**config.mk**
```make
export PLATFORM = sky130hd
export DESIGN_NAME = ddr_calib_seq
export DESIGN_NICKNAME = d
export VERILOG_FILES = /design/src/verilog/ddr_app_pkg.sv /design/src/verilog/ddr_test_pkg.sv /design/src/verilog/ddr_calib_seq.sv
export SDC_FILE = /design/constraint.sdc
export NUM_CORES = 1
export LEC_CHECK = 0
export ABC_CLOCK_PERIOD_IN_PS = 1500
export BUFFER_PORTS_ARGS = -buffer_cell sky130_fd_sc_hd__buf_2
export CELL_PAD_IN_SITES_DETAIL_PLACEMENT = 1
export CELL_PAD_IN_SITES_GLOBAL_PLACEMENT = 1
export CORE_AREA = 4 4 41 43
export CTS_CLUSTER_SIZE = 28
export DETAILED_ROUTE_END_ITERATION = 12
export DIE_AREA = 0 0 45 47
export PLACE_DENSITY = 0.49
export REMOVE_ABC_BUFFERS = 1
export SLEW_MARGIN = 20
export SYNTH_ARGS = -nofsm -noshare
export SYNTH_HDL_FRONTEND = slang
export SYNTH_SLANG_ARGS = --single-unit
```
**constraint.sdc**
```tcl
create_clock -name c0_ddr4_clk -period 1.5 [get_ports c0_ddr4_clk]
set_input_delay 0.225 -clock c0_ddr4_clk [delete_from_list [all_inputs] [get_ports c0_ddr4_clk]]
set_output_delay 0.225 -clock c0_ddr4_clk [all_outputs]
set_load 0.1 [all_outputs]
```
**src/verilog/ddr_app_pkg.sv**
```systemverilog
// DDR4 application interface types and memory stand-in sizing

package ddr_app_pkg;

  //**********************************************************
  // Memory geometry
  //**********************************************************
  localparam int APP_ADDR_WIDTH = 10;
  localparam int APP_DATA_WIDTH = 64;
  localparam int MEM_DEPTH      = 1024;

  //**********************************************************
  // Controller timing of the stand-in
  //**********************************************************
  // Cycles from read acceptance to read-valid
  localparam int READ_LATENCY      = 3;
  // Refresh window, with app_rdy low at the start of each one
  localparam int REFRESH_PERIOD    = 64;
  localparam int REFRESH_LEN       = 4;
  localparam int REFRESH_CNT_WIDTH = $clog2(REFRESH_PERIOD);

  typedef logic [APP_ADDR_WIDTH-1:0] app_addr_t;
  typedef logic [APP_DATA_WIDTH-1:0] app_data_t;

  // Reduced command set, write and read only
  typedef enum logic {
    APP_CMD_WRITE = 1'b0,
    APP_CMD_READ  = 1'b1
  } app_cmd_e;

  // Request as presented with app_en
  typedef struct packed {
    app_cmd_e  cmd;
    app_addr_t addr;
    app_data_t wdata;
  } app_req_t;

  // Read return, address travels with the data
  typedef struct packed {
    app_addr_t addr;
    app_data_t rdata;
  } app_rsp_t;

endpackage

```
**src/verilog/ddr_test_pkg.sv**
```systemverilog
// Memory test types, pattern generation and test timing

package ddr_test_pkg;
  import ddr_app_pkg::*;

  // Calibration hold-off after reset release
  localparam int CALIB_CYCLES    = 64;
  localparam int CALIB_CNT_WIDTH = $clog2(CALIB_CYCLES);

  typedef enum logic {
    MODE_WRITE_READ = 1'b0,
    MODE_READ_ONLY  = 1'b1
  } test_mode_e;

  typedef logic [31:0] pattern_seed_t;

  // One compare of a returned read
  typedef struct packed {
    app_addr_t addr;
    app_data_t rdata;
    app_data_t expected;
    logic      mismatch;
  } chk_result_t;

  // Upper half is seed XOR address, lower half is inverted seed plus address
  function automatic app_data_t pattern_word(pattern_seed_t seed, app_addr_t addr);
    logic [31:0] addr_ext;
    addr_ext = 32'(addr);
    return {seed ^ addr_ext, (~seed) + addr_ext};
  endfunction

endpackage

```
**src/verilog/ddr_calib_seq.sv**
```systemverilog
// Calibration sequencer, holds off traffic for a fixed time after reset
`timescale 1ns/1ps

module ddr_calib_seq (
  input  logic c0_ddr4_clk,
  input  logic rst_n_i,
  output logic calib_done_o
);
  import ddr_test_pkg::*;

  logic [CALIB_CNT_WIDTH-1:0] calib_cnt;

  // Saturating count, done rises on the CALIB_CYCLES-th edge after reset
  always_ff @(posedge c0_ddr4_clk or negedge rst_n_i) begin
    if (!rst_n_i) begin
      calib_cnt    <= '0;
      calib_done_o <= 1'b0;
    end else if (!calib_done_o) begin
      if (calib_cnt == CALIB_CNT_WIDTH'(CALIB_CYCLES - 1)) begin
        calib_done_o <= 1'b1;
      end else begin
        calib_cnt <= calib_cnt + 1'b1;
      end
    end
  end

endmodule

```
Word-level counts from Yosys, hierarchy flattened
Index checks and enable logic that the tools add are counted.
{"block": "op_classes", "addsub": 1, "eq_ne": 1, "muxes": 2, "bitwise_logic": 2, "reduce_logical": 1}
{"cell": "6-bit by 1-bit adder with 6-bit output (second input constant)", "count": 1}
{"cell": "6-bit equality test (second input constant)", "count": 1}
{"cell": "1-bit two-way mux", "count": 2}
{"cell": "1-bit NOT", "count": 2}
{"cell": "2-bit AND reduction", "count": 1}
{"block": "totals", "register_bits": 7, "inputBits": 2, "out_inout_bits": 1, "wordCells": 9}

Depth between registers and ports, before layout
Gate-level depths: netlist (run 1).
{"block": "logic_depth", "word_depth": 3, "ltp_mapped": 4, "depth_no_buf": 4}

Least setup slack after synthesis (run 1)
Ideal clock, no wire load.
{"block": "synth_path", "kind": "register -> register", "startpoint": "register calib_done_o", "endpoint": "register calib_cnt[5]", "setup_time_ps": 127, "t_arrival_ps": 1493, "t_required_ps": 1373, "path_slack_ps": -120, "stages_incl_launch_ff": 4, "n_path_buf": 0, "synth_period_minus_slack_ps": 1620, "cell_sequence": "dfrtp_1 > and4b_1 > a31oi_1 > a31oi_1"}
{"block": "synth_between", "elab_chain_cells": 2}
{"item": "start: declaration", "line_no": "ddr_calib_seq.sv:7", "text": "output logic calib_done_o"}
{"item": "start signal: assignment", "line_no": "ddr_calib_seq.sv:17", "text": "calib_done_o <= 1'b0;"}
{"item": "start signal: assignment", "line_no": "ddr_calib_seq.sv:20", "text": "calib_done_o <= 1'b1;"}
{"item": "1-bit NOT (no source line)"}
{"item": "2-bit AND reduction (no source line)"}
{"item": "end signal: assignment", "line_no": "ddr_calib_seq.sv:22", "text": "calib_cnt <= calib_cnt + 1'b1;"}
{"item": "end: declaration", "line_no": "ddr_calib_seq.sv:11", "text": "logic [CALIB_CNT_WIDTH-1:0] calib_cnt;"}
No other way between the ends.
A chain may end at the register's enable or synchronous reset.

Final worst setup path (run 1)
{"block": "layout_path", "startpoint": "register calib_done_o", "endpoint": "output calib_done_o"}
No word-level cell between the ends.

==> results of run 1 <==
[cell families after synthesis]
group,Yosys count
and+or+nand+nor,10
DFF,7
AOI/OAI and AO/OA,6
buffers and inverters,2
xor gates and xnor gates,1
muxes,1
adders and majority gates,1
[metal layers]
layer | vias to the layer above | routed length [um] | global-route usage
li1 | 117 | - | -
met1 | 120 | 316 | 0.1019
met2 | 6 | 271 | 0.1130
met3 | 3 | 30 | 0.02299
met4 | 0 | 24 | 0.08772
met5 | - | 0 | 0
[registers in the layout (all words and copies together) (netlist names)]
signal	flops
calib_cnt	6
calib_done_o	1
[per-stage QoR]
stage / hold slack [ps] / cells / setup slack, ps / area, um^2 / utilization
after floorplan: -70.59 / 28 / -120.0 / 337.8 / -
after global placement: 67.38 / 45 / 223.2 / 366.6 / 0.2817
after detailed placement: 69.51 / 45 / 173.7 / 366.6 / 0.2817
after CTS: 336.4 / 50 / 79.73 / 402.9 / 0.3096
after global routing: 351.6 / 50 / 47.93 / 402.9 / 0.3096
final: 329.5 / 50 / 89.12 / 402.9 / 0.3096
[layout make-up]
| type | count | area, um^2 |
|---|---|---|
| Fill cell | 153 | 898.4 |
| Sequential cell | 7 | 175.2 |
| Multi-Input combinational cell | 19 | 155.1 |
| Clock buffer | 4 | 26.28 |
| Timing Repair Buffer | 3 | 20.02 |
| Tap cell | 15 | 18.77 |
| Inverter | 2 | 7.507 |
[report_power, final]
part / leakage (nW) / total, mW / internal (mW) / switching [mW]
clock network: 0.0150 / 0.174 / 0.102 / 0.0719
logic: 0.0871 / 0.00637 / 0.00266 / 0.00371
registers: 0.0833 / 0.189 / 0.189 / 0
[worst paths after layout]
path	from	end	slack, ps	cells after the start
worst max-delay path	calib_done_o$_DFF_PN0_	calib_done_o	90	1
worst min-delay path	rst_n_i	calib_done_o$_DFF_PN0_	330	2
worst max register to register	calib_cnt[0]$_DFFE_PN0P_	calib_cnt[1]$_DFFE_PN0P_	160	3
worst min register to register	calib_cnt[0]$_DFFE_PN0P_	calib_cnt[0]$_DFFE_PN0P_	500	1
max in group asynchronous	rst_n_i	calib_cnt[4]$_DFFE_PN0P_	1020	2
min in group c0_ddr4_clk	calib_cnt[0]$_DFFE_PN0P_	calib_cnt[0]$_DFFE_PN0P_	500	1
[synthesized netlist by cell type]
library cell and instances:
and2b_1 1, and4b_1 1, a31oi_1 2, nand2_1 1, nand4_1 1, nand3_1 1
ha_1 1, nor2_1 1, nor2b_1 1, nand4b_1 1, o21a_1 1, and3_4 1
dfrtp_1 7, a31oi_4 1, mux2_4 1, xor2_1 1, inv_1 2, nor3_1 1
a21oi_1 2
==> results.tsv, run 1 <==
stage	metric	value	unit
clock_tree	numCtsBuffers	3	
yosys	yosysSeqAreaShare	0.5185	
die	dieHeight	47	um
global_route	antenna_found_initial	0	
die	fp.dieW	45	um
clock_tree	cts_setup_buffers	0	
yosys	synth_area	337.8	um^2
worst_setup_path	crit_fanout	5	
yosys	avgSynthCellArea	12.07	um^2
clock_tree	clkTransAtPathRegs	50	ps
clock_tree	clockRootBuffer	clkbuf_4	
clock_tree	clock_latency	260	ps
die	coreArea	1301	um^2
routing	drt-wirelength-per-cell	12.86	um
clock_tree	tritoncts	yes	
worst_setup_path	crit_chain	buf_2	
final_layout	final_common_cell	dfrtp_1	
run	maxCapViolCount	0	
routing	ant_nets	0	
final_layout	num_antenna_cells	0	
yosys	yosys.area_share.simple	0.2000	
yosys	synth_top_family_by_area	simple AND/OR/NAND/NOR gates	
worst_setup_path	crit_path_end_kind	output port	
global_route	grt_pass1_wl	1186	um
yosys	yosysWarnings	0	
pwr	ir_drop	0.3643	mV
status	status	finished clean	
yosys	synth-compound-area-share	0.1519	
clock_tree	htreeDepth	1	
pwr	power_density	916.0	nW/um^2
routing	dr.pass1.iters	3	
worst_setup_path	crit_arrival	1190	ps
yosys	synthMuxAreaShare	0.04444	
worst_setup_path	cp_top_family	buffers and inverters	
worst_setup_path	cp_num_buf_inv	1	
sta	fin_crit	1411	ps
routing	num_vias	246	
global_route	grt_start_max_net_pins	8	
sta	relSlewSlack	0.6795	
die	initial_core_util	0.2596	
clock_tree	cts_num_sinks	7	
global_route	grt_overflow	0	
worst_setup_path	worstSetupPathType	flop to output port	
final_layout	most-common-layout-cells	dfrtp_1 (7), clkbuf_4 (3)	
clock_tree	ctsLongestPathBuffers	2	
sta	finalCritPeriodShare	0.9406	
yosys	synth-adder-area-share	0.03704	
clock_tree	cts_hold_buf	1	
final_layout	area_growth	19.26	%
sta	slew_viol_final	0	
global_route	grt_pass1_vias	264	
global_route	grt_usage	0.08347	
place	io_buffers	2	
final_layout	nets	39	
die	die_area	2115	um^2
sta	hold_viol	0	
routing	vias_per_cell	4.920	
place	dpl.hpwl	478.2	um
worst_setup_path	max_stage_delay	470	ps
yosys	synth_cell_types	19	
worst_setup_path	worst_setup_path_start_kind	flop	
routing	drc	0	
yosys	synth-seq-cells	7	
sta	rsz0062_at_grt	no	
routing	first_iter_violations	6	
sta	setup_tns	0	ps
die	placementRows	13	
yosys	synth_area_leaders	dfrtp_1 (52%), a31oi_4 (6.3%), mux2_4 (4.4%), a31oi_1 (3.7%), ha_1 (3.7%)	
place	place_congestion	0.7609	
routing	routed_wl	643	um
yosys	syn_inst	28	
worst_hold_path	hp-class	input port to asynchronous set/reset pin	
sta	fmax	0.7088	GHz
worst_setup_path	slowest_stage	buf_2	
worst_setup_path	cp_data_required_time	1270	ps
pwr	p_leak	0.1854	nW
die	ios	3	
yosys	synthXorXnorAreaFrac	0.02593	
clock_tree	ctsResizeCount	0	
yosys	synth_area_leader_cell	dfrtp_1	
sta	setup_viol	0	
pwr	power	0.3690	mW
sta	worst_pin_slew	484.1	ps
final_layout	drive_above_1_share	0.2286	
sta	clock_skew	3.527	ps
yosys	synth_top_area_share	0.5185	
No activity file was read; power rests on OpenSTA's default activity.
==> run 2, diff against run 1 <==
--- a/config.mk
+++ b/config.mk
@@ -5,7 +5,7 @@
 export SDC_FILE = /design/constraint.sdc
 export NUM_CORES = 1
 export LEC_CHECK = 0
-export ABC_CLOCK_PERIOD_IN_PS = 1500
+export ABC_CLOCK_PERIOD_IN_PS = 1250
 export BUFFER_PORTS_ARGS = -buffer_cell sky130_fd_sc_hd__buf_2
 export CELL_PAD_IN_SITES_DETAIL_PLACEMENT = 1
 export CELL_PAD_IN_SITES_GLOBAL_PLACEMENT = 1
@@ -13,7 +13,7 @@
 export CTS_CLUSTER_SIZE = 28
 export DETAILED_ROUTE_END_ITERATION = 12
 export DIE_AREA = 0 0 45 47
-export PLACE_DENSITY = 0.49
+export PLACE_DENSITY = 0.51
 export REMOVE_ABC_BUFFERS = 1
 export SLEW_MARGIN = 20
 export SYNTH_ARGS = -nofsm -noshare
==> constraint.sdc (replaced) <==
create_clock -name c0_ddr4_clk -period 1.25 [get_ports c0_ddr4_clk]
set_input_delay 0.1875 -clock c0_ddr4_clk [delete_from_list [all_inputs] [get_ports c0_ddr4_clk]]
set_output_delay 0.1875 -clock c0_ddr4_clk [all_outputs]
set_load 0.1 [all_outputs]
==> results.tsv, run 2 (synthesis results as in run 1) <==
stage	metric	value	unit	change
status	status	finished clean		unchanged
global_route	antenna_found_initial	0		unchanged
sta	relSlewSlack	0.8109		was 0.6795
die	die_area	2115	um^2	unchanged
global_route	grt_overflow	0		unchanged
final_layout	largest_register_ffs	6		unchanged
routing	num_vias	259		was 246
sta	fmax	0.8307	GHz	
pwr	power_density	887.8	nW/um^2	was 916.0 nW/um^2
pwr	power_frac_seq	0.520		was 0.512
routing	dr.pass1.iters	2		was 3
place	pre_cts_ws	-32.32	ps	was 173.7 ps
pwr	p_leak	0.2214	nW	was 0.1854 nW
die	dieHeight	47	um	unchanged
routing	drt-wirelength-per-cell	14.61	um	was 12.86 um
run	maxCapViolCount	0		unchanged
sta	rsz0062_at_grt	yes		was no
sta	finalCritPeriodShare	0.9630		
sta	whs	301.7	ps	was 329.5 ps
sta	slew_viol_final	0		unchanged
final_layout	nets	46		was 39
pwr	p_sw_frac	0.1942		was 0.2049
sta	fin_crit	1204	ps	
worst_setup_path	rr_endpoint	calib_cnt[1]$_DFFE_PN0P_		unchanged
worst_hold_path	hp-class	input port to asynchronous set/reset pin		unchanged
clock_tree	clock_latency	250	ps	was 260 ps
routing	vias_per_cell	4.544		was 4.920
die	fp.dieW	45	um	unchanged
routing	first_iter_violations	1		was 6
clock_tree	cts_num_sinks	7		unchanged
worst_setup_path	r2r_cells	3		unchanged
pwr	power.internal	0.3518	mW	was 0.2934 mW
clock_tree	tritoncts	yes		unchanged
place	io_buffers	2		unchanged
die	initial_core_util	0.2596		unchanged
worst_setup_path	endpoint	calib_cnt[1]$_DFFE_PN0P_		was calib_done_o
clock_tree	clkTransAtPathRegs	50	ps	about the same
routing	drc	0		unchanged
final_layout	num_antenna_cells	0		unchanged
final_layout	utilization	0.3779		was 0.3096
sta	setup_slack	46.21	ps	was 89.12 ps
final_layout	stdcell_count	57		was 50
final_layout	top_regs	calib_cnt (6), calib_done_o (1)		unchanged
worst_setup_path	crit_fanout	3		was 5
place	dp.cells	51		was 45
worst_setup_path	worstSetupPathType	flop to flop		was flop to output port
die	placementRows	13		unchanged
sta	clock_skew	1.980	ps	was 3.527 ps
final_layout	area_growth	45.56	%	was 19.26%
worst_setup_path	startpoint	calib_cnt[1]$_DFFE_PN0P_		was calib_done_o$_DFF_PN0_
clock_tree	clockRootBuffer	clkbuf_4		unchanged
sta	hold_viol	0		unchanged
pwr	ir_drop	0.4927	mV	was 0.3643 mV
final_layout	regMostFlops	calib_cnt		unchanged
pwr	p_clk_frac	0.462		was 0.470
worst_setup_path	r2r_slack	50	ps	was 160 ps
clock_tree	ctsLongestPathBuffers	2		unchanged
final_layout	most-common-layout-cells	dfrtp_1 (7), buf_4 (6), clkbuf_4 (3)		was dfrtp_1 (7), clkbuf_4 (3)
worst_setup_path	cp_data_required_time	1380	ps	was 1270 ps
worst_setup_path	crit_arrival	1340	ps	was 1190 ps
clock_tree	numCtsBuffers	3		unchanged
worst_setup_path	crit_path_end_kind	flop		was output port
routing	ant_nets	0		unchanged
routing	routed_wl	833	um	was 643 um
worst_setup_path	worstReg2RegStart	calib_cnt[1]$_DFFE_PN0P_		was calib_cnt[0]$_DFFE_PN0P_
global_route	grt_pass1_wl	1311	um	was 1186 um
sta	worst_pin_slew	283.7	ps	was 484.1 ps
sta	setup_tns	0	ps	unchanged
sta	setup_viol	0		unchanged
pwr	switchingPower	0.08479	mW	was 0.07561 mW
die	coreArea	1301	um^2	unchanged
final_layout	design_area	491.7	um^2	was 402.9 um^2
worst_setup_path	worst_setup_path_start_kind	flop		unchanged
global_route	grt_pass1_vias	295		was 264
global_route	grt_start_max_net_pins	8		unchanged
place	placed_area	426.7	um^2	was 366.6 um^2
place	place_congestion	0.7613		was 0.7609
clock_tree	htreeDepth	1		unchanged
global_route	grt_usage	0.09603		was 0.08347
final_layout	final_common_cell	dfrtp_1		unchanged
pwr	power	0.4366	mW	was 0.3690 mW
die	ios	3		unchanged
final_layout	drive_above_1_share	0.4048		was 0.2286
pwr	p_comb_frac	0.018		was 0.017
run 2: worst min-delay path by stage:
stage,start,to,slack [ps]
4_1_cts,rst_n_i,calib_cnt[2]$_DFFE_PN0P_,300
5_1_grt,rst_n_i,calib_cnt[2]$_DFFE_PN0P_,300
3_3_place_gp,rst_n_i,calib_cnt[2]$_DFFE_PN0P_,30
6_report,rst_n_i,calib_cnt[2]$_DFFE_PN0P_,300
3_5_place_dp,rst_n_i,calib_cnt[2]$_DFFE_PN0P_,30
2_1_floorplan,rst_n_i,calib_cnt[0]$_DFFE_PN0P_,-110
run 2: cell type report:
cell class,instances,area [um^2]
clock buffers,4,26.28
fillers,160,809.5
inverters,2,7.507
multi-input cells,19,172.7
flip-flops and latches,7,175.2
well taps,15,18.77
repair buffers,10,91.34
run 2: power groups by stage:
stage | sequential (mW) | combinational, mW | clock, mW
finish | 0.227 | 0.00799 | 0.202
global route | 0.227 | 0.00908 | 0.227
CTS | 0.227 | 0.00845 | 0.217
detailed placement | 0.231 | 0.00604 | 0
global placement | 0.231 | 0.00573 | 0
floorplan | 0.231 | 0.0000000734 | 0
run 2: layer usage:
layer  global-route usage  share of wire  vias up
met5                    0              0        -
li1                     -              -      131
met3              0.01533          0.016        0
met2               0.1497           0.54        3
met1              0.09677           0.44      125
met4               0.1287              0        0
run 2: worst max-delay path, stage by stage, from the launching register on:
cell and delay [ps]:
dfrtp_1 420, ha_4 200, a31oi_4 150, mux2_4 310
run 2: repair_timing:
item,4_1_cts,5_1_grt
hold buffers,1,0
resized for setup,2,2
hold endpoints to repair,7,0
setup endpoints to repair,1,1
pin swaps,0,3
buffers inserted,0,1
