$ cat config.mk
export PLATFORM = sky130hd
export DESIGN_NAME = ddr_traffic_gen
export DESIGN_NICKNAME = d
export VERILOG_FILES = /design/src/verilog/ddr_app_pkg.sv /design/src/verilog/ddr_test_pkg.sv /design/src/verilog/ddr_traffic_gen.sv
export SDC_FILE = /design/constraint.sdc
export NUM_CORES = 1
export LEC_CHECK = 0
export BUFFER_PORTS_ARGS = -buffer_cell sky130_fd_sc_hd__buf_2
export CAP_MARGIN = 15
export CORE_ASPECT_RATIO = 1.2
export CORE_MARGIN = 2
export CORE_UTILIZATION = 49
export CTS_CLUSTER_DIAMETER = 40
export DETAILED_ROUTE_END_ITERATION = 6
export GPL_TIMING_DRIVEN = 0
export PLACE_DENSITY = 0.95
export SYNTH_ARGS = -nofsm -noshare
export SYNTH_HDL_FRONTEND = slang
export SYNTH_SLANG_ARGS = --single-unit
export TNS_END_PERCENT = 20
$ cat constraint.sdc
create_clock -name c0_ddr4_clk -period 4.2 [get_ports c0_ddr4_clk]
set_input_delay 0.21 -clock c0_ddr4_clk [delete_from_list [all_inputs] [get_ports c0_ddr4_clk]]
set_output_delay 0.21 -clock c0_ddr4_clk [all_outputs]
set_load 0.005 [all_outputs]
$ cat src/verilog/ddr_app_pkg.sv
// DDR4 application interface types and memory stand-in sizing

package ddr_app_pkg;

  //**********************************************************
  // Memory geometry
  //**********************************************************
  localparam int APP_ADDR_WIDTH = 10;
  localparam int APP_DATA_WIDTH = 64;
  localparam int MEM_DEPTH      = 1024;

  //**********************************************************
  // Controller timing of the stand-in
  //**********************************************************
  // Cycles from read acceptance to read-valid
  localparam int READ_LATENCY      = 3;
  // Refresh window, with app_rdy low at the start of each one
  localparam int REFRESH_PERIOD    = 64;
  localparam int REFRESH_LEN       = 4;
  localparam int REFRESH_CNT_WIDTH = $clog2(REFRESH_PERIOD);

  typedef logic [APP_ADDR_WIDTH-1:0] app_addr_t;
  typedef logic [APP_DATA_WIDTH-1:0] app_data_t;

  // Reduced command set, write and read only
  typedef enum logic {
    APP_CMD_WRITE = 1'b0,
    APP_CMD_READ  = 1'b1
  } app_cmd_e;

  // Request as presented with app_en
  typedef struct packed {
    app_cmd_e  cmd;
    app_addr_t addr;
    app_data_t wdata;
  } app_req_t;

  // Read return, address travels with the data
  typedef struct packed {
    app_addr_t addr;
    app_data_t rdata;
  } app_rsp_t;

endpackage

$ cat src/verilog/ddr_test_pkg.sv
// Memory test types, pattern generation and test timing

package ddr_test_pkg;
  import ddr_app_pkg::*;

  // Calibration hold-off after reset release
  localparam int CALIB_CYCLES    = 64;
  localparam int CALIB_CNT_WIDTH = $clog2(CALIB_CYCLES);

  typedef enum logic {
    MODE_WRITE_READ = 1'b0,
    MODE_READ_ONLY  = 1'b1
  } test_mode_e;

  typedef logic [31:0] pattern_seed_t;

  // One compare of a returned read
  typedef struct packed {
    app_addr_t addr;
    app_data_t rdata;
    app_data_t expected;
    logic      mismatch;
  } chk_result_t;

  // Upper half is seed XOR address, lower half is inverted seed plus address
  function automatic app_data_t pattern_word(pattern_seed_t seed, app_addr_t addr);
    logic [31:0] addr_ext;
    addr_ext = 32'(addr);
    return {seed ^ addr_ext, (~seed) + addr_ext};
  endfunction

endpackage

$ cat src/verilog/ddr_traffic_gen.sv
// Traffic generator, writes a seeded pattern over a region and reads it back
`timescale 1ns/1ps

module ddr_traffic_gen (
  input  logic                       c0_ddr4_clk,
  input  logic                       rst_n_i,
  input  logic                       calib_done_i,
  input  logic                       start_i,
  input  ddr_test_pkg::test_mode_e    op_mode_i,
  input  ddr_test_pkg::pattern_seed_t pattern_seed_i,
  input  ddr_app_pkg::app_addr_t      word_count_i,
  input  logic                       app_rdy_i,
  input  logic                       run_done_i,
  output logic                       app_en_o,
  output ddr_app_pkg::app_req_t       app_req_o,
  output logic                       run_start_o,
  output ddr_test_pkg::pattern_seed_t run_seed_o,
  output logic                       reads_issued_last_o,
  output logic                       busy_o
);
  import ddr_app_pkg::*;
  import ddr_test_pkg::*;

  typedef enum logic [1:0] {
    ST_IDLE,
    ST_WRITE,
    ST_READ,
    ST_WAIT
  } gen_state_e;

  gen_state_e    state_q;
  app_addr_t     addr_q;
  app_addr_t     last_addr_q;
  pattern_seed_t seed_q;
  logic          start_accept;
  logic          cmd_accept;
  logic          at_last;

  // Busy drops together with the done pulse from the checker
  assign busy_o       = (state_q != ST_IDLE) && !run_done_i;
  assign start_accept = calib_done_i && start_i && !busy_o;

  assign app_en_o   = (state_q == ST_WRITE) || (state_q == ST_READ);
  assign cmd_accept = app_en_o && app_rdy_i;
  assign at_last    = (addr_q == last_addr_q);

  assign app_req_o.cmd   = (state_q == ST_WRITE) ? APP_CMD_WRITE : APP_CMD_READ;
  assign app_req_o.addr  = addr_q;
  assign app_req_o.wdata = pattern_word(seed_q, addr_q);

  assign run_start_o         = start_accept;
  assign run_seed_o          = seed_q;
  assign reads_issued_last_o = cmd_accept && (state_q == ST_READ) && at_last;

  //**********************************************************
  // Run control
  //**********************************************************
  always_ff @(posedge c0_ddr4_clk or negedge rst_n_i) begin
    if (!rst_n_i) begin
      state_q <= ST_IDLE;
      addr_q  <= '0;
    end else if (start_accept) begin
      state_q <= (op_mode_i == MODE_READ_ONLY) ? ST_READ : ST_WRITE;
      addr_q  <= '0;
    end else begin
      case (state_q)
        ST_WRITE: begin
          if (cmd_accept) begin
            if (at_last) begin
              state_q <= ST_READ;
              addr_q  <= '0;
            end else begin
              addr_q <= addr_q + 1'b1;
            end
          end
        end
        ST_READ: begin
          if (cmd_accept) begin
            if (at_last) begin
              state_q <= ST_WAIT;
            end else begin
              addr_q <= addr_q + 1'b1;
            end
          end
        end
        // Reads in flight, wait for the last compare
        ST_WAIT: begin
          if (run_done_i) begin
            state_q <= ST_IDLE;
          end
        end
        default: state_q <= ST_IDLE;
      endcase
    end
  end

  // Run settings; a word count of zero wraps and covers the whole array
  always_ff @(posedge c0_ddr4_clk) begin
    if (start_accept) begin
      seed_q      <= pattern_seed_i;
      last_addr_q <= word_count_i - 1'b1;
    end
  end

endmodule
# After elaboration in Yosys (flattened, before gate mapping)
# Index checks and enable logic that the tools add are counted.
[op_classes]
addsub = 3
eq_ne = 10
muxes = 15
n_bitwise = 2
reduce_logical = 13
[ops]
columns = ["operator", "n"]
rows = [
  ["2-to-1 mux 10 bit", 5],
  ["adder 32 x 10 -> 32 bit", 1],
  ["inverter 32 bit", 1],
  ["XOR 32 x 10 -> 32 bit", 1],
  ["one-hot mux 10 bit (2 select lines)", 1],
  ["inequality test 3 bit, second input constant", 6],
  ["2-to-1 mux 2 bit", 7],
  ["adder 10 x 1 -> 10 bit, second input constant", 1],
  ["equality test 10 bit", 1],
  ["subtractor 10 x 1 -> 10 bit, second input constant", 1],
  ["logical AND 1 bit", 6],
  ["one-hot mux 2 bit (3 select lines)", 1],
  ["AND reduction 5 bit", 1],
  ["equality test 2 bit, second input constant", 2],
  ["AND reduction 4 bit", 1],
  ["nonzero test 3 bit", 1],
  ["equality test 2 x 1 -> 1 bit, second input constant", 1],
  ["logical NOT 1 bit", 2],
  ["nonzero test 2 bit", 1],
  ["logical OR 1 bit", 1],
  ["2-to-1 mux 1 bit", 1],
]
[totals]
ff_bits = 54
inputBits = 49
out_inout_bits = 111
elab_cells = 47

# Logic depth before layout (Yosys ltp)
# Gate-level depths: netlist (run 1).
[logic_depth]
ltp_word = 6
depth_mapped = 10
depth_no_buf = 9

# Worst setup path before layout (run 1)
# OpenSTA, ideal clock, no wires.
[synth_timing]
path_kind = "register to register"
startpoint = "register state_q[0]"
endpoint = "register state_q[0]"
setup_time_ns = 0.080
t_arrival_ns = 2.775
required_time_ns = 4.120
setup_slack_ns = 1.345
stages_incl_launch_ff = 9
n_path_buf = 1
synth_period_minus_slack_ns = 2.855
path_cell_list = "dfrtp_1 > inv_1 > ha_1 > nor2_1 > or2_2 > clkbuf_1 > clkinv_1 > a21oi_1 > mux2i_1"
[synth_via]
elab_chain_len = 6
elab_cells_between_ends = 17
cone_classes = "eq/ne: 8; mux: 2; reduce/logical: 7"
[synth_rtl]
columns = ["element", "line_no", "text"]
rows = [
  ["start, declared", "ddr_traffic_gen.sv:31", "gen_state_e state_q;"],
  ["start signal, assigned", "ddr_traffic_gen.sv:63", "state_q <= (op_mode_i == MODE_READ_ONLY) ? ST_READ : ST_WRITE;"],
  ["nonzero test 2 bit *", "ddr_traffic_gen.sv:40", "assign busy_o = (state_q != ST_IDLE) && !run_done_i;"],
  ["logical AND 1 bit *", "ddr_traffic_gen.sv:40", ""],
  ["via busy_o", "ddr_traffic_gen.sv:19", "output logic busy_o"],
  ["logical NOT 1 bit *", "ddr_traffic_gen.sv:41", "assign start_accept = calib_done_i && start_i && !busy_o;"],
  ["logical AND 1 bit *", "ddr_traffic_gen.sv:41", ""],
  ["via run_start_o", "ddr_traffic_gen.sv:16", "output logic run_start_o,"],
  ["inequality test 3 bit (no line)", "-", ""],
  ["AND reduction 5 bit (no line)", "-", ""],
]
# Mark *: on every way through the listed nets, which the timed path passes. The rest lies on a longest branch.
# A chain may end at the register's enable or synchronous reset.

==> results_tabular.tex, run 1 <==
\begin{tabular}{lr}
\hline
Metric & Value \\
\hline
\multicolumn{2}{l}{\textbf{Status}} \\
\quad Run status & completed \\
\multicolumn{2}{l}{\textbf{Run}} \\
\quad Max-cap check violation count & 0 \\
\multicolumn{2}{l}{\textbf{Synthesis}} \\
\quad Number of synthesis warnings & 0 \\
\quad Primary flip-flop cell chosen by synthesis mapping & edfxtp\_1 \\
\quad Commonest cells in the synthesized netlist & 42 x edfxtp\_1, 31 x inv\_1, 26 x xnor2\_1 \\
\quad Largest family of logic cells by synthesized area & simple AND/OR/NAND/NOR gates \\
\quad Synth Area in Compound Gates & 12.90\% \\
\quad Post-synthesis cell area & approximately 3600 um\^{}2 \\
\quad Cells taking the most area after synthesis & edfxtp\_1 36\%, dfrtp\_1 8.5\%, xnor2\_1 6.4\%, ha\_1 5.6\%, xor2\_1 4.9\% \\
\quad Post-synth EDFFs & between 40 and 50 \\
\quad Avg Cell Area, Syn & between 10 and 15 um\^{}2 \\
\quad Post-synthesis adder-cell area fraction & under 10\% \\
\quad Share of Yosys cell area claimed by the top area cell type & between 30\% and 40\% \\
\quad Share of synthesized registers carrying an async set or reset & between 20\% and 30\% \\
\quad Proportion of synthesized area in mux cells & roughly 2.8\% \\
\quad Synthesized instance count & approximately 340 \\
\quad Most used standard cell by instance count after synthesis & edfxtp\_1 \\
\quad XOR/XNOR share of the synthesized area & 11.35\% \\
\quad Synthesis-stage register bit count & 54 \\
\quad Share of the yosys chip area belonging to registers & 43.97\% \\
\quad Library cells used by synthesis & between 40 and 50 \\
\quad Post-synthesis share of cell area spent on and, or, nand and nor gates & 13.67\% \\
\quad Cell taking the most area after synthesis & edfxtp\_1 \\
\quad Synthesized Nets & 407 \\
\multicolumn{2}{l}{\textbf{Pwr}} \\
\quad Logic pwr share & between 30\% and 40\% \\
\quad Overall power & 0.001637 W \\
\quad Portion of total power attributed to the clock network & between 20\% and 30\% \\
\quad Net load switching power & approximately 0.00056 W \\
\quad Highest ir drop seen on vdd & approximately 0.00024 V \\
\quad Share of power burned in registers & 43.6\% \\
\quad Int Pwr & 0.001075 W \\
\quad Cell leakage power & roughly 2.0 nW \\
\quad Total power per unit cell area & $\sim$360 nW/um\^{}2 \\
\quad Switching part of the total power & between 30\% and 40\% \\
\multicolumn{2}{l}{\textbf{Critical path}} \\
\quad Crit path kind & flip-flop to primary output \\
\quad Worst Path Required & 3.99 ns \\
\quad Crit Path Max Fanout & 10 \\
\quad Worst Setup Start Kind & flip-flop \\
\quad Ordered list of cells on the worst path & ha\_1 -> inv\_1 -> fa\_1 -> nor2b\_1 -> o31ai\_1 -> a2111oi\_0 -> clkbuf\_1 -> o21ai\_0 -> xor2\_1 -> buf\_2 \\
\quad Worst setup path startpoint & addr\_q[0]\$\_DFFE\_PN0P\_ \\
\quad Worst R2R Start & state\_q[0]\$\_DFFE\_PN0P\_ \\
\quad Type of destination of the critical path & primary output \\
\quad Critical path arrival & 3.52 ns \\
\quad CP max stage cell & a2111oi\_0 \\
\quad Peak per-stage delay on the critical path & approximately 0.7 ns \\
\multicolumn{2}{l}{\textbf{Detailed routing}} \\
\quad Length of the first detailed-routing pass in iterations & 4 \\
\quad Number of antenna-violating nets in the routed design & 0 \\
\quad Total wire length after detailed routing & between 9 and 10 mm \\
\quad Detailed-route vias per instance & roughly 5.5 \\
\quad Detailed-route via count & between 3,000 and 4,000 \\
\quad Post-DR wirelength/cell & $\sim$15 um \\
\quad Detailed router's first-iteration violation count & $\sim$150 \\
\quad Total DRC errors in the routed layout & 0 \\
\multicolumn{2}{l}{\textbf{Clock tree}} \\
\quad CTS tree & built \\
\quad Setup bufs post-CTS & 0 \\
\quad H-tree level count & 2 \\
\quad Clock transition at the register clock pins on the worst setup and hold paths after CTS & approximately 0.11 ns \\
\quad Count of instances resized after the clock tree is built & 0 \\
\quad Latest clock arrival within the worst-skew pair & about 0.31 ns \\
\quad Number of sinks driven by the clock tree & 54 \\
\quad Total CTS buffers & 5 \\
\quad Buffer cell driving the clock tree root & clkbuf\_8 \\
\quad Maximum buffer depth of the clock tree & 2 \\
\multicolumn{2}{l}{\textbf{Global route}} \\
\quad Total global routing track utilization & a little under a quarter \\
\quad Pin count of the biggest net entering global routing & 51 \\
\quad Antenna violations before repair & 0 \\
\quad Congestion Overflow GR & 0 \\
\quad First-pass GRT wire length & between 10 and 15 mm \\
\quad Number of global-route vias before repair & around 3,200 \\
\multicolumn{2}{l}{\textbf{Final layout}} \\
\quad Layout Utilization & between 60\% and 70\% \\
\quad Final \#Nets & between 500 and 600 \\
\quad Ant diodes & 0 \\
\quad Filler cell count in the final layout & 566 \\
\quad Share of layout cells above drive strength 1 & 39.10\% \\
\quad Area taken by multi-input logic gates & $\sim$1700 um\^{}2 \\
\quad Final Cell Area & roughly 4600 um\^{}2 \\
\quad Area Overhead vs Synth & 28.93\% \\
\quad Number of standard cells in the layout, taps in and fillers out & about 600 \\
\quad Seq. cell area & approximately 1600 um\^{}2 \\
\multicolumn{2}{l}{\textbf{STA}} \\
\quad Setup-failing EPs final & 0 \\
\quad Worst clock skew on the final layout & $\sim$0.010 ns \\
\quad Post-Route Setup TNS & 0 ns \\
\quad Clock period minus final worst setup slack & about 3.7 ns \\
\quad Transition time of the tightest slew-check pin & between 0.9 and 1 ns \\
\quad Highest attainable clock frequency & roughly 0.27 GHz \\
\quad Relative slew slack & about 39\% \\
\quad Hold Violations, Final & 0 \\
\quad Unrepaired setup endpoints after global routing & no \\
\quad Portion of the clock cycle consumed by the worst path in the final layout & 88.87\% \\
\quad Max-slew violation count & 0 \\
\multicolumn{2}{l}{\textbf{Placed design}} \\
\quad Instance area after placement & 4461 um\^{}2 \\
\quad Port Buffer Count & around 160 \\
\quad Routability cong. & a little under 0.9 \\
\quad DP HPWL & 7.278 mm \\
\quad Dpl cells & between 500 and 600 \\
\multicolumn{2}{l}{\textbf{Die}} \\
\quad DIE AREA & between 7000 and 8000 um\^{}2 \\
\quad Die height & approximately 100 um \\
\quad \# rows & 34 \\
\quad Die boundary width & about 80 um \\
\quad I/O Pins & 160 \\
\quad Initial cell density of the core & roughly half \\
\quad Placeable core area & about 7000 um\^{}2 \\
\multicolumn{2}{l}{\textbf{Min path}} \\
\quad Worst min-delay path startpoint & pattern\_seed\_i[0] \\
\quad Class of the tightest hold or removal check & input pin to flip-flop \\
\hline
\end{tabular}
==> cell families (layout without fill, tap and decap cells) <==
| logic type | count (synthesis) | in the layout |
|---|---|---|
| AO/OA/AOI/OAI | 60 | 60 |
| adder cells (fa/ha/maj) | 17 | 17 |
| buffers and inverters | 64 | 232 |
| flip-flops | 54 | 54 |
| AND/OR/NAND/NOR | 90 | 90 |
| multiplexers | 10 | 10 |
| XOR/XNOR | 46 | 46 |
==> state kept, by name (all words and copies together) (netlist names) <==
name and cells:
state_q 2, last_addr_q 10, run_seed_o 32, addr_q 10
==> area by class of cell <==
| class | instances | area share (%) |
|---|---|---|
| buffer | 32 | 4.427 |
| clock buffer | 6 | 2.050 |
| clock inverter | 2 | 0.3006 |
| inverter | 32 | 2.651 |
| multi-input combinational | 223 | 36.40 |
| sequential | 54 | 34.11 |
| tap | 90 | 2.460 |
| timing repair buffer | 160 | 17.60 |
==> cell usage in the layout (no fill, tap or decap), types with 2 or more instances in the layout <==
cell       count
inv_1         31
or4_4          3
nor2_1        18
dfrtp_1       12
o211ai_1      10
ha_1          16
xnor2_1       26
mux2i_1       10
nor4_1         5
or2_2          3
nand4_1        3
nand2b_1       3
clkinv_2       2
or3_1          8
clkbuf_8       5
nand3b_1       5
a211oi_1       7
nand2_1       15
o32ai_1        3
o21ai_0        6
xor2_1        20
or4_1          3
a21oi_1       10
nand3_1       11
a21o_1         2
o21a_1         3
buf_2        159
clkbuf_1      10
buf_4         22
edfxtp_1      42
nor3_1         9
a2111oi_0      7
==> final timing paths <==
path | endpoint | slack, ns | depth (start not counted)
max reg2reg | state_q[0]$_DFFE_PN0P_ | 1.44 | 8
min | run_seed_o[0]$_DFFE_PP_ | 0.07 | 1
min reg2reg | state_q[1]$_DFFE_PN0P_ | 0.64 | 2
min in group asynchronous | addr_q[0]$_DFFE_PN0P_ | 0.31 | 2
max in group asynchronous | addr_q[7]$_DFFE_PN0P_ | 3.65 | 2
max | app_req_o[14] | 0.47 | 10
==> power by group through the flow <==
| stage | clock network (W) | registers, W | logic, W |
|---|---|---|---|
| global placement | 0 | 0.000721 | 0.000563 |
| detailed placement | 0 | 0.000725 | 0.000594 |
| global route | 0.000360 | 0.000723 | 0.000660 |
| floorplan | 0 | 0.000711 | 0.000353 |
| CTS | 0.000341 | 0.000713 | 0.000598 |
| finish | 0.000330 | 0.000714 | 0.000594 |
==> metal layers <==
| layer | vias to the layer above | GRT usage (%) | routed length [um] |
|---|---|---|---|
| met5 | - | 0 | 0 |
| met4 | 0 | 7.179 | 108 |
| met3 | 13 | 4.833 | 747 |
| met2 | 169 | 43.88 | 5196 |
| met1 | 1555 | 22.77 | 3153 |
| li1 | 1554 | - | - |
==> worst max-delay path: cells and delay by family, from the launching register on <==
kind / cells / cell delay, ns
buf+inv: 3 / 0.61
simple gates: 1 / 0.17
compound gates: 3 / 1.06
xor+xnor: 1 / 0.21
fa+ha+maj: 2 / 0.64
flops: 1 / 0.53
==> stage by stage <==
step                      hold WS, ns  worst slack, ns
after floorplan              -0.08559            1.345
after CTS                     0.05614           0.5395
after global placement         0.1079           0.6721
after global routing          0.04795           0.1801
after detailed placement       0.1167           0.8970
final                         0.07007           0.4677
==> what timing repair did <==
action | CTS | global route
setup endpoints to repair | 0 | 0
hold endpoints to repair | 12 | 0
hold buffers | 1 | 0
Power figures use the tool's default switching activity.
==> inputs of run 2 (changes only) <==
Settings changed: CORE_UTILIZATION 49 to 53, CTS_BUF_LIST set to sky130_fd_sc_hd__clkbuf_4 sky130_fd_sc_hd__clkbuf_8.
==> results_tabular.tex, run 2 (synthesized netlist as in run 1, its figures left out) <==
\begin{tabular}{lr}
\hline
Metric & Value \\
\hline
\multicolumn{2}{l}{\textbf{Status}} \\
\quad Run status & completed \\
\multicolumn{2}{l}{\textbf{STA}} \\
\quad Highest attainable clock frequency & 0.2718 GHz (+1.4\%) \\
\quad Max-slew violation count & 0 (unchanged) \\
\quad Portion of the clock cycle consumed by the worst path in the final layout & 87.61\% (-1.3 points) \\
\quad Worst clock skew on the final layout & 0.005747 ns (-0.004546 ns) \\
\quad Unrepaired setup endpoints after global routing & no \\
\quad Hold Violations, Final & 0 (unchanged) \\
\quad Transition time of the tightest slew-check pin & 0.8598 ns (-0.04088 ns) \\
\quad Clock period minus final worst setup slack & 3.680 ns (-0.05273 ns) \\
\quad Setup-failing EPs final & 0 (unchanged) \\
\quad Post-Route Setup TNS & 0 ns (unchanged) \\
\quad Relative slew slack & 42.24\% (+2.7 points) \\
\multicolumn{2}{l}{\textbf{Global route}} \\
\quad Pin count of the biggest net entering global routing & 51 (unchanged) \\
\quad Total global routing track utilization & 24.63\% (+2.1 points) \\
\quad Congestion Overflow GR & 0 (unchanged) \\
\quad Number of global-route vias before repair & 3,028 (-6.1\%) \\
\quad First-pass GRT wire length & 14.35 mm (+0.73\%) \\
\quad Antenna violations before repair & 0 (unchanged) \\
\multicolumn{2}{l}{\textbf{Pwr}} \\
\quad Switching part of the total power & 33.71\% (-0.63 points) \\
\quad Share of power burned in registers & 42.9\% (-0.7 points) \\
\quad Logic pwr share & 35.5\% (-0.8 points) \\
\quad Int Pwr & 0.001103 W (+2.6\%) \\
\quad Net load switching power & 0.0005608 W (-0.29\%) \\
\quad Cell leakage power & 2.037 nW (about the same) \\
\quad Highest ir drop seen on vdd & 0.0002584 V (+7.4\%) \\
\quad Total power per unit cell area & 363.1 nW/um\^{}2 (+1.5\%) \\
\quad Portion of total power attributed to the clock network & 21.7\% (+1.5 points) \\
\quad Overall power & 0.001663 W (+1.6\%) \\
\multicolumn{2}{l}{\textbf{Run}} \\
\quad Max-cap check violation count & 0 (unchanged) \\
\multicolumn{2}{l}{\textbf{Final layout}} \\
\quad Area Overhead vs Synth & 29.03\% (about the same) \\
\quad Filler cell count in the final layout & 476 (-16\%) \\
\quad Final \#Nets & 574 (unchanged) \\
\quad Ant diodes & 0 (unchanged) \\
\quad Share of layout cells above drive strength 1 & 39.10\% (unchanged) \\
\quad Most frequent cells in the layout & 159 x buf\_2, 42 x edfxtp\_1, 31 x inv\_1 \\
\quad Max reg flops & 32 (unchanged) \\
\quad Most frequent standard cell in the layout excluding fill and tap cells & buf\_2 \\
\multicolumn{2}{l}{\textbf{Clock tree}} \\
\quad Clock transition at the register clock pins on the worst setup and hold paths after CTS & 0.10 ns (about the same) \\
\quad CTS tree & built \\
\quad Buffer cell driving the clock tree root & clkbuf\_8 \\
\quad Setup bufs post-CTS & 0 (unchanged) \\
\quad Maximum buffer depth of the clock tree & 2 (unchanged) \\
\quad Total CTS buffers & 5 (unchanged) \\
\quad H-tree level count & 2 (unchanged) \\
\quad Number of sinks driven by the clock tree & 54 (unchanged) \\
\quad Latest clock arrival within the worst-skew pair & 0.31 ns (about the same) \\
\multicolumn{2}{l}{\textbf{Detailed routing}} \\
\quad Detailed router's first-iteration violation count & 140 (-6.0\%) \\
\quad Length of the first detailed-routing pass in iterations & 4 (unchanged) \\
\quad Number of antenna-violating nets in the routed design & 0 (unchanged) \\
\quad Total wire length after detailed routing & 9.010 mm (-2.1\%) \\
\quad Total DRC errors in the routed layout & 0 (unchanged) \\
\quad Detailed-route vias per instance & 5.515 (+0.38\%) \\
\quad Detailed-route via count & 3,276 (-0.46\%) \\
\quad Post-DR wirelength/cell & 15.17 um (-1.3\%) \\
\multicolumn{2}{l}{\textbf{Placed design}} \\
\quad Routability cong. & 0.8546 (-1.4\%) \\
\quad DP HPWL & 7.173 mm (-1.4\%) \\
\quad Port Buffer Count & 159 (unchanged) \\
\multicolumn{2}{l}{\textbf{Critical path}} \\
\quad Crit path kind & flip-flop to primary output \\
\quad Type of destination of the critical path & primary output \\
\quad Worst Path Required & 3.99 ns (about the same) \\
\quad Critical path arrival & 3.47 ns (-0.05 ns) \\
\quad Worst Setup Start Kind & flip-flop \\
\quad Crit Path Max Fanout & 10 (unchanged) \\
\multicolumn{2}{l}{\textbf{Min path}} \\
\quad Class of the tightest hold or removal check & input pin to flip-flop \\
\multicolumn{2}{l}{\textbf{Die}} \\
\quad DIE AREA & 7373 um\^{}2 (-7.2\%) \\
\quad Die height & 93.67 um (-3.7\%) \\
\quad Initial cell density of the core & 55.09\% (+5.4 points) \\
\quad Placeable core area & 6446 um\^{}2 (-9.8\%) \\
\quad \# rows & 32 (-5.9\%) \\
\quad I/O Pins & 160 (unchanged) \\
\quad Die boundary width & 78.72 um (-3.7\%) \\
\hline
\end{tabular}
==> run 2: cell count changes in the layout (fill, tap and decap cells not counted), sizes merged <==
cell / delta
bufinv: +1
clkbuf: -1
clkinv: -1
clkinvlp: +1
==> run 2: what timing repair did <==
item / 4_1_cts / 5_1_grt
hold endpoints to repair: 12 / 0
resized for setup: 0 / 0
hold buffers: 1 / 0
==> run 2: power by group through the flow <==
stage / Sequential, W / Clock, W / Combinational, W
2_1_floorplan: 0.000711 / 0 / 0.000353
3_3_place_gp: 0.000720 / 0 / 0.000563
3_5_place_dp: 0.000724 / 0 / 0.000591
4_1_cts: 0.000713 / 0.000371 / 0.000594
5_1_grt: 0.000720 / 0.000391 / 0.000656
6_report: 0.000713 / 0.000360 / 0.000590
==> run 2: worst paths after layout <==
| check | end | depth (start not counted) | slack, ns | start |
|---|---|---|---|---|
| setup / recovery | app_req_o[18] | 10 | 0.52 | addr_q[0]$_DFFE_PN0P_ |
| hold / removal | run_seed_o[3]$_DFFE_PP_ | 1 | 0.07 | pattern_seed_i[3] |
| setup reg to reg | state_q[0]$_DFFE_PN0P_ | 8 | 1.49 | state_q[0]$_DFFE_PN0P_ |
| hold reg to reg | state_q[0]$_DFFE_PN0P_ | 2 | 0.63 | state_q[0]$_DFFE_PN0P_ |
| max in group asynchronous | addr_q[6]$_DFFE_PN0P_ | 2 | 3.65 | rst_n_i |
| min in group asynchronous | state_q[1]$_DFFE_PN0P_ | 2 | 0.31 | rst_n_i |
==> run 2: area by class of cell <==
type	count	area (um^2)	area share [%]
clock buffer	5	68.82	1.502
multi-input combinational	223	1667	36.37
inverter	32	121.4	2.649
tap	85	106.4	2.321
timing repair buffer	160	805.8	17.59
clock inverter	3	48.80	1.065
buffer	32	202.7	4.424
sequential	54	1562	34.08
==> run 2: critical path, cell delays in order, from the launching register on <==
cell and delay (ns):
dfrtp_1 0.55, ha_1 0.25, inv_1 0.06, fa_1 0.41
nor2b_1 0.16, o31ai_1 0.14, a2111oi_0 0.65, clkbuf_1 0.44
o211ai_1 0.17, xor2_1 0.20, buf_2 0.13
==> run 2: layer usage <==
layer	GRT usage (%)	part of all wire, %	up-vias
met5	0	0	-
met4	7.164	0.64	0
met3	4.808	7.5	6
met2	46.44	55	163
met1	27.89	37	1552
li1	-	-	1555
==> run 2: stage by stage <==
stage	hold slack (ns)	area, um^2	utilization [%]	setup slack (ns)	std cells
finish	0.06705	4582	71.08	0.5204	594
global route	0.04567	4582	71.08	0.2830	594
CTS	0.06170	4582	71.08	0.5712	594
detailed placement	0.1216	4454	69.10	0.9387	585
global placement	0.1045	4453	69.08	0.7388	585
floorplan	-0.08559	3551	-	1.345	341
==> inputs of run 3 (changes only) <==
Settings changed: PLACE_DENSITY 0.95 to 0.87.
==> results_tabular.tex, run 3 (synthesized netlist as in run 1, its figures left out) <==
\begin{tabular}{lr}
\hline
Metric & Value \\
\hline
\multicolumn{2}{l}{\textbf{Status}} \\
\quad Run status & completed \\
\multicolumn{2}{l}{\textbf{Global route}} \\
\quad Met2 layer usage reported by global route & 46.08\% (-0.36 points) \\
\quad Number of global-route vias before repair & 3,024 (-0.13\%) \\
\quad Met1 layer usage reported by global route & 26.76\% (-1.1 points) \\
\quad Congestion Overflow GR & 0 (unchanged) \\
\quad Antenna violations before repair & 0 (unchanged) \\
\quad First-pass GRT wire length & 13.99 mm (-2.5\%) \\
\quad Total global routing track utilization & 23.99\% (-0.64 points) \\
\quad Pin count of the biggest net entering global routing & 51 (unchanged) \\
\quad Met3 capacity usage during global routing & 4.038\% (-0.77 points) \\
\quad Most used routing layer & met2 \\
\multicolumn{2}{l}{\textbf{Pwr}} \\
\quad Cell leakage power & 2.022 nW (-0.72\%) \\
\quad Highest ir drop seen on vdd & 0.0002640 V (+2.2\%) \\
\quad Overall power & 0.001583 W (-4.8\%) \\
\quad Total power per unit cell area & 348.1 nW/um\^{}2 (-4.1\%) \\
\multicolumn{2}{l}{\textbf{STA}} \\
\quad Highest attainable clock frequency & 0.2775 GHz (+2.1\%) \\
\quad Post-Route Setup TNS & 0 ns (unchanged) \\
\quad Worst Slack Setup Final & 0.5963 ns (+0.07594 ns) \\
\quad Setup-failing EPs final & 0 (unchanged) \\
\quad Clock period minus final worst setup slack & 3.604 ns (-0.07594 ns) \\
\quad Unrepaired setup endpoints after global routing & no \\
\quad Hold Violations, Final & 0 (unchanged) \\
\quad Max-slew violation count & 0 (unchanged) \\
\quad Relative slew slack & 42.01\% (-0.23 points) \\
\quad Worst clock skew on the final layout & 0.01308 ns (+0.007338 ns) \\
\quad Portion of the clock cycle consumed by the worst path in the final layout & 85.80\% (-1.8 points) \\
\quad Transition time of the tightest slew-check pin & 0.8632 ns (+0.003462 ns) \\
\multicolumn{2}{l}{\textbf{Final layout}} \\
\quad Max reg flops & 32 (unchanged) \\
\quad Ant diodes & 0 (unchanged) \\
\quad Filler cell count in the final layout & 496 (+4.2\%) \\
\quad Final \#Nets & 574 (unchanged) \\
\quad Area Overhead vs Synth & 28.12\% \\
\quad Most frequent standard cell in the layout excluding fill and tap cells & buf\_2 \\
\quad Area taken by multi-input logic gates & 1667 um\^{}2 (unchanged) \\
\quad Seq. cell area & 1562 um\^{}2 (unchanged) \\
\quad Share of layout cells above drive strength 1 & 38.90\% (-0.20 points) \\
\quad Layout Utilization & 70.57\% (-0.50 points) \\
\quad Most frequent cells in the layout & 159 x buf\_2, 42 x edfxtp\_1, 31 x inv\_1 \\
\multicolumn{2}{l}{\textbf{Clock tree}} \\
\quad Count of instances resized after the clock tree is built & 0 (unchanged) \\
\quad Number of sinks driven by the clock tree & 54 (unchanged) \\
\quad Post-CTS Hold Buffers & 1 (unchanged) \\
\quad Clock transition at the register clock pins on the worst setup and hold paths after CTS & 0.10 ns (about the same) \\
\quad Total CTS buffers & 5 (unchanged) \\
\quad H-tree level count & 2 (unchanged) \\
\quad Maximum buffer depth of the clock tree & 2 (unchanged) \\
\quad Setup bufs post-CTS & 0 (unchanged) \\
\quad Latest clock arrival within the worst-skew pair & 0.31 ns (about the same) \\
\quad Buffer cell driving the clock tree root & clkbuf\_8 \\
\quad CTS tree & built \\
\multicolumn{2}{l}{\textbf{Critical path}} \\
\quad Type of destination of the critical path & primary output \\
\quad Critical path arrival & 3.39 ns (-0.08 ns) \\
\quad Register-to-register setup slack & 1.46 ns (-0.03 ns) \\
\quad Crit Path Max Fanout & 10 (unchanged) \\
\quad Crit path kind & flip-flop to primary output \\
\quad Number of cells traversed by the worst register-to-register path & 8 (unchanged) \\
\quad Worst setup path startpoint & addr\_q[0]\$\_DFFE\_PN0P\_ \\
\quad Worst Path Required & 3.99 ns (about the same) \\
\quad Worst Setup Start Kind & flip-flop \\
\quad Crit path capture & app\_req\_o[22] \\
\quad Crit Reg-Reg Endpoint & state\_q[1]\$\_DFFE\_PN0P\_ \\
\quad Worst R2R Start & state\_q[0]\$\_DFFE\_PN0P\_ \\
\multicolumn{2}{l}{\textbf{Run}} \\
\quad Max-cap check violation count & 0 (unchanged) \\
\multicolumn{2}{l}{\textbf{Detailed routing}} \\
\quad Length of the first detailed-routing pass in iterations & 4 (unchanged) \\
\quad Detailed-route via count & 3,190 (-2.6\%) \\
\quad Post-DR wirelength/cell & 15.12 um (-0.30\%) \\
\quad Detailed router's first-iteration violation count & 104 (-26\%) \\
\quad Detailed-route vias per instance & 5.370 (-2.6\%) \\
\quad Total DRC errors in the routed layout & 0 (unchanged) \\
\quad Total wire length after detailed routing & 8.983 mm (-0.30\%) \\
\quad Number of antenna-violating nets in the routed design & 0 (unchanged) \\
\multicolumn{2}{l}{\textbf{Die}} \\
\quad Die boundary width & 78.72 um (unchanged) \\
\quad DIE AREA & 7373 um\^{}2 (unchanged) \\
\quad Die height & 93.67 um (unchanged) \\
\quad Placeable core area & 6446 um\^{}2 (unchanged) \\
\quad \# rows & 32 (unchanged) \\
\quad Initial cell density of the core & 55.09\% (unchanged) \\
\quad I/O Pins & 160 (unchanged) \\
\multicolumn{2}{l}{\textbf{Min path}} \\
\quad Class of the tightest hold or removal check & input pin to flip-flop \\
\multicolumn{2}{l}{\textbf{Placed design}} \\
\quad Routability cong. & 0.8555 (+0.11\%) \\
\quad Worst slack, placed & 1.010 ns (+0.07137 ns) \\
\quad DP HPWL & 7.124 mm (-0.69\%) \\
\quad Port Buffer Count & 159 (unchanged) \\
\hline
\end{tabular}
[run 3: cell types whose count changed in the layout (fill, tap and decap cells not counted)]
cell and delta:
clkinv_2 +1, inv_8 -1, clkinv_1 +1, bufinv_16 -1
[run 3: worst min path at each step]
| stage | from | slack, ns | cells after the start | end |
|---|---|---|---|---|
| final | pattern_seed_i[22] | 0.06 | 1 | run_seed_o[22]$_DFFE_PP_ |
| after global routing | pattern_seed_i[28] | 0.05 | 1 | run_seed_o[28]$_DFFE_PP_ |
| after CTS | pattern_seed_i[22] | 0.06 | 1 | run_seed_o[22]$_DFFE_PP_ |
| after detailed placement | rst_n_i | 0.11 | 1 | state_q[1]$_DFFE_PN0P_ |
| after global placement | rst_n_i | 0.10 | 1 | state_q[1]$_DFFE_PN0P_ |
| after floorplan | rst_n_i | -0.09 | 0 | addr_q[0]$_DFFE_PN0P_ |
[run 3: per-stage QoR]
stage / instances / cell area (um^2) / hold slack, ns
floorplan: 341 / 3551 / -0.08559
global placement: 585 / 4453 / 0.1041
detailed placement: 585 / 4454 / 0.1131
CTS: 594 / 4549 / 0.06101
global route: 594 / 4549 / 0.05124
finish: 594 / 4549 / 0.06341
[run 3: critical path, stage by stage, from the launching register on]
cell and delay [ns]:
dfrtp_1 0.52, ha_1 0.22, inv_1 0.06, fa_1 0.41
nor2b_1 0.16, o31ai_1 0.14, a2111oi_0 0.64, clkbuf_1 0.41
o211ai_1 0.15, xor2_1 0.23, buf_2 0.15
[run 3: per-layer routing]
layer / share of wire [%] / up-vias / wire [um]
met5: 0 / - / 0
li1: - / 1552 / -
met2: 54 / 128 / 4852
met4: 0.95 / 0 / 85
met3: 6.6 / 7 / 594
met1: 38 / 1503 / 3450
[run 3: where the power goes]
part | switching (W) | internal, W | leakage [nW]
registers | 0.0000710 | 0.000643 | 0.541
logic | 0.000309 | 0.000277 | 1.44
clock network | 0.000169 | 0.000115 | 0.0416
[run 3: final cells by class]
| type | count | area share, % |
|---|---|---|
| buffer | 32 | 4.455 |
| clock buffer | 5 | 1.513 |
| clock inverter | 3 | 0.3575 |
| inverter | 32 | 2.668 |
| multi-input combinational | 223 | 36.63 |
| sequential | 54 | 34.32 |
| tap | 85 | 2.338 |
| timing repair buffer | 160 | 17.71 |
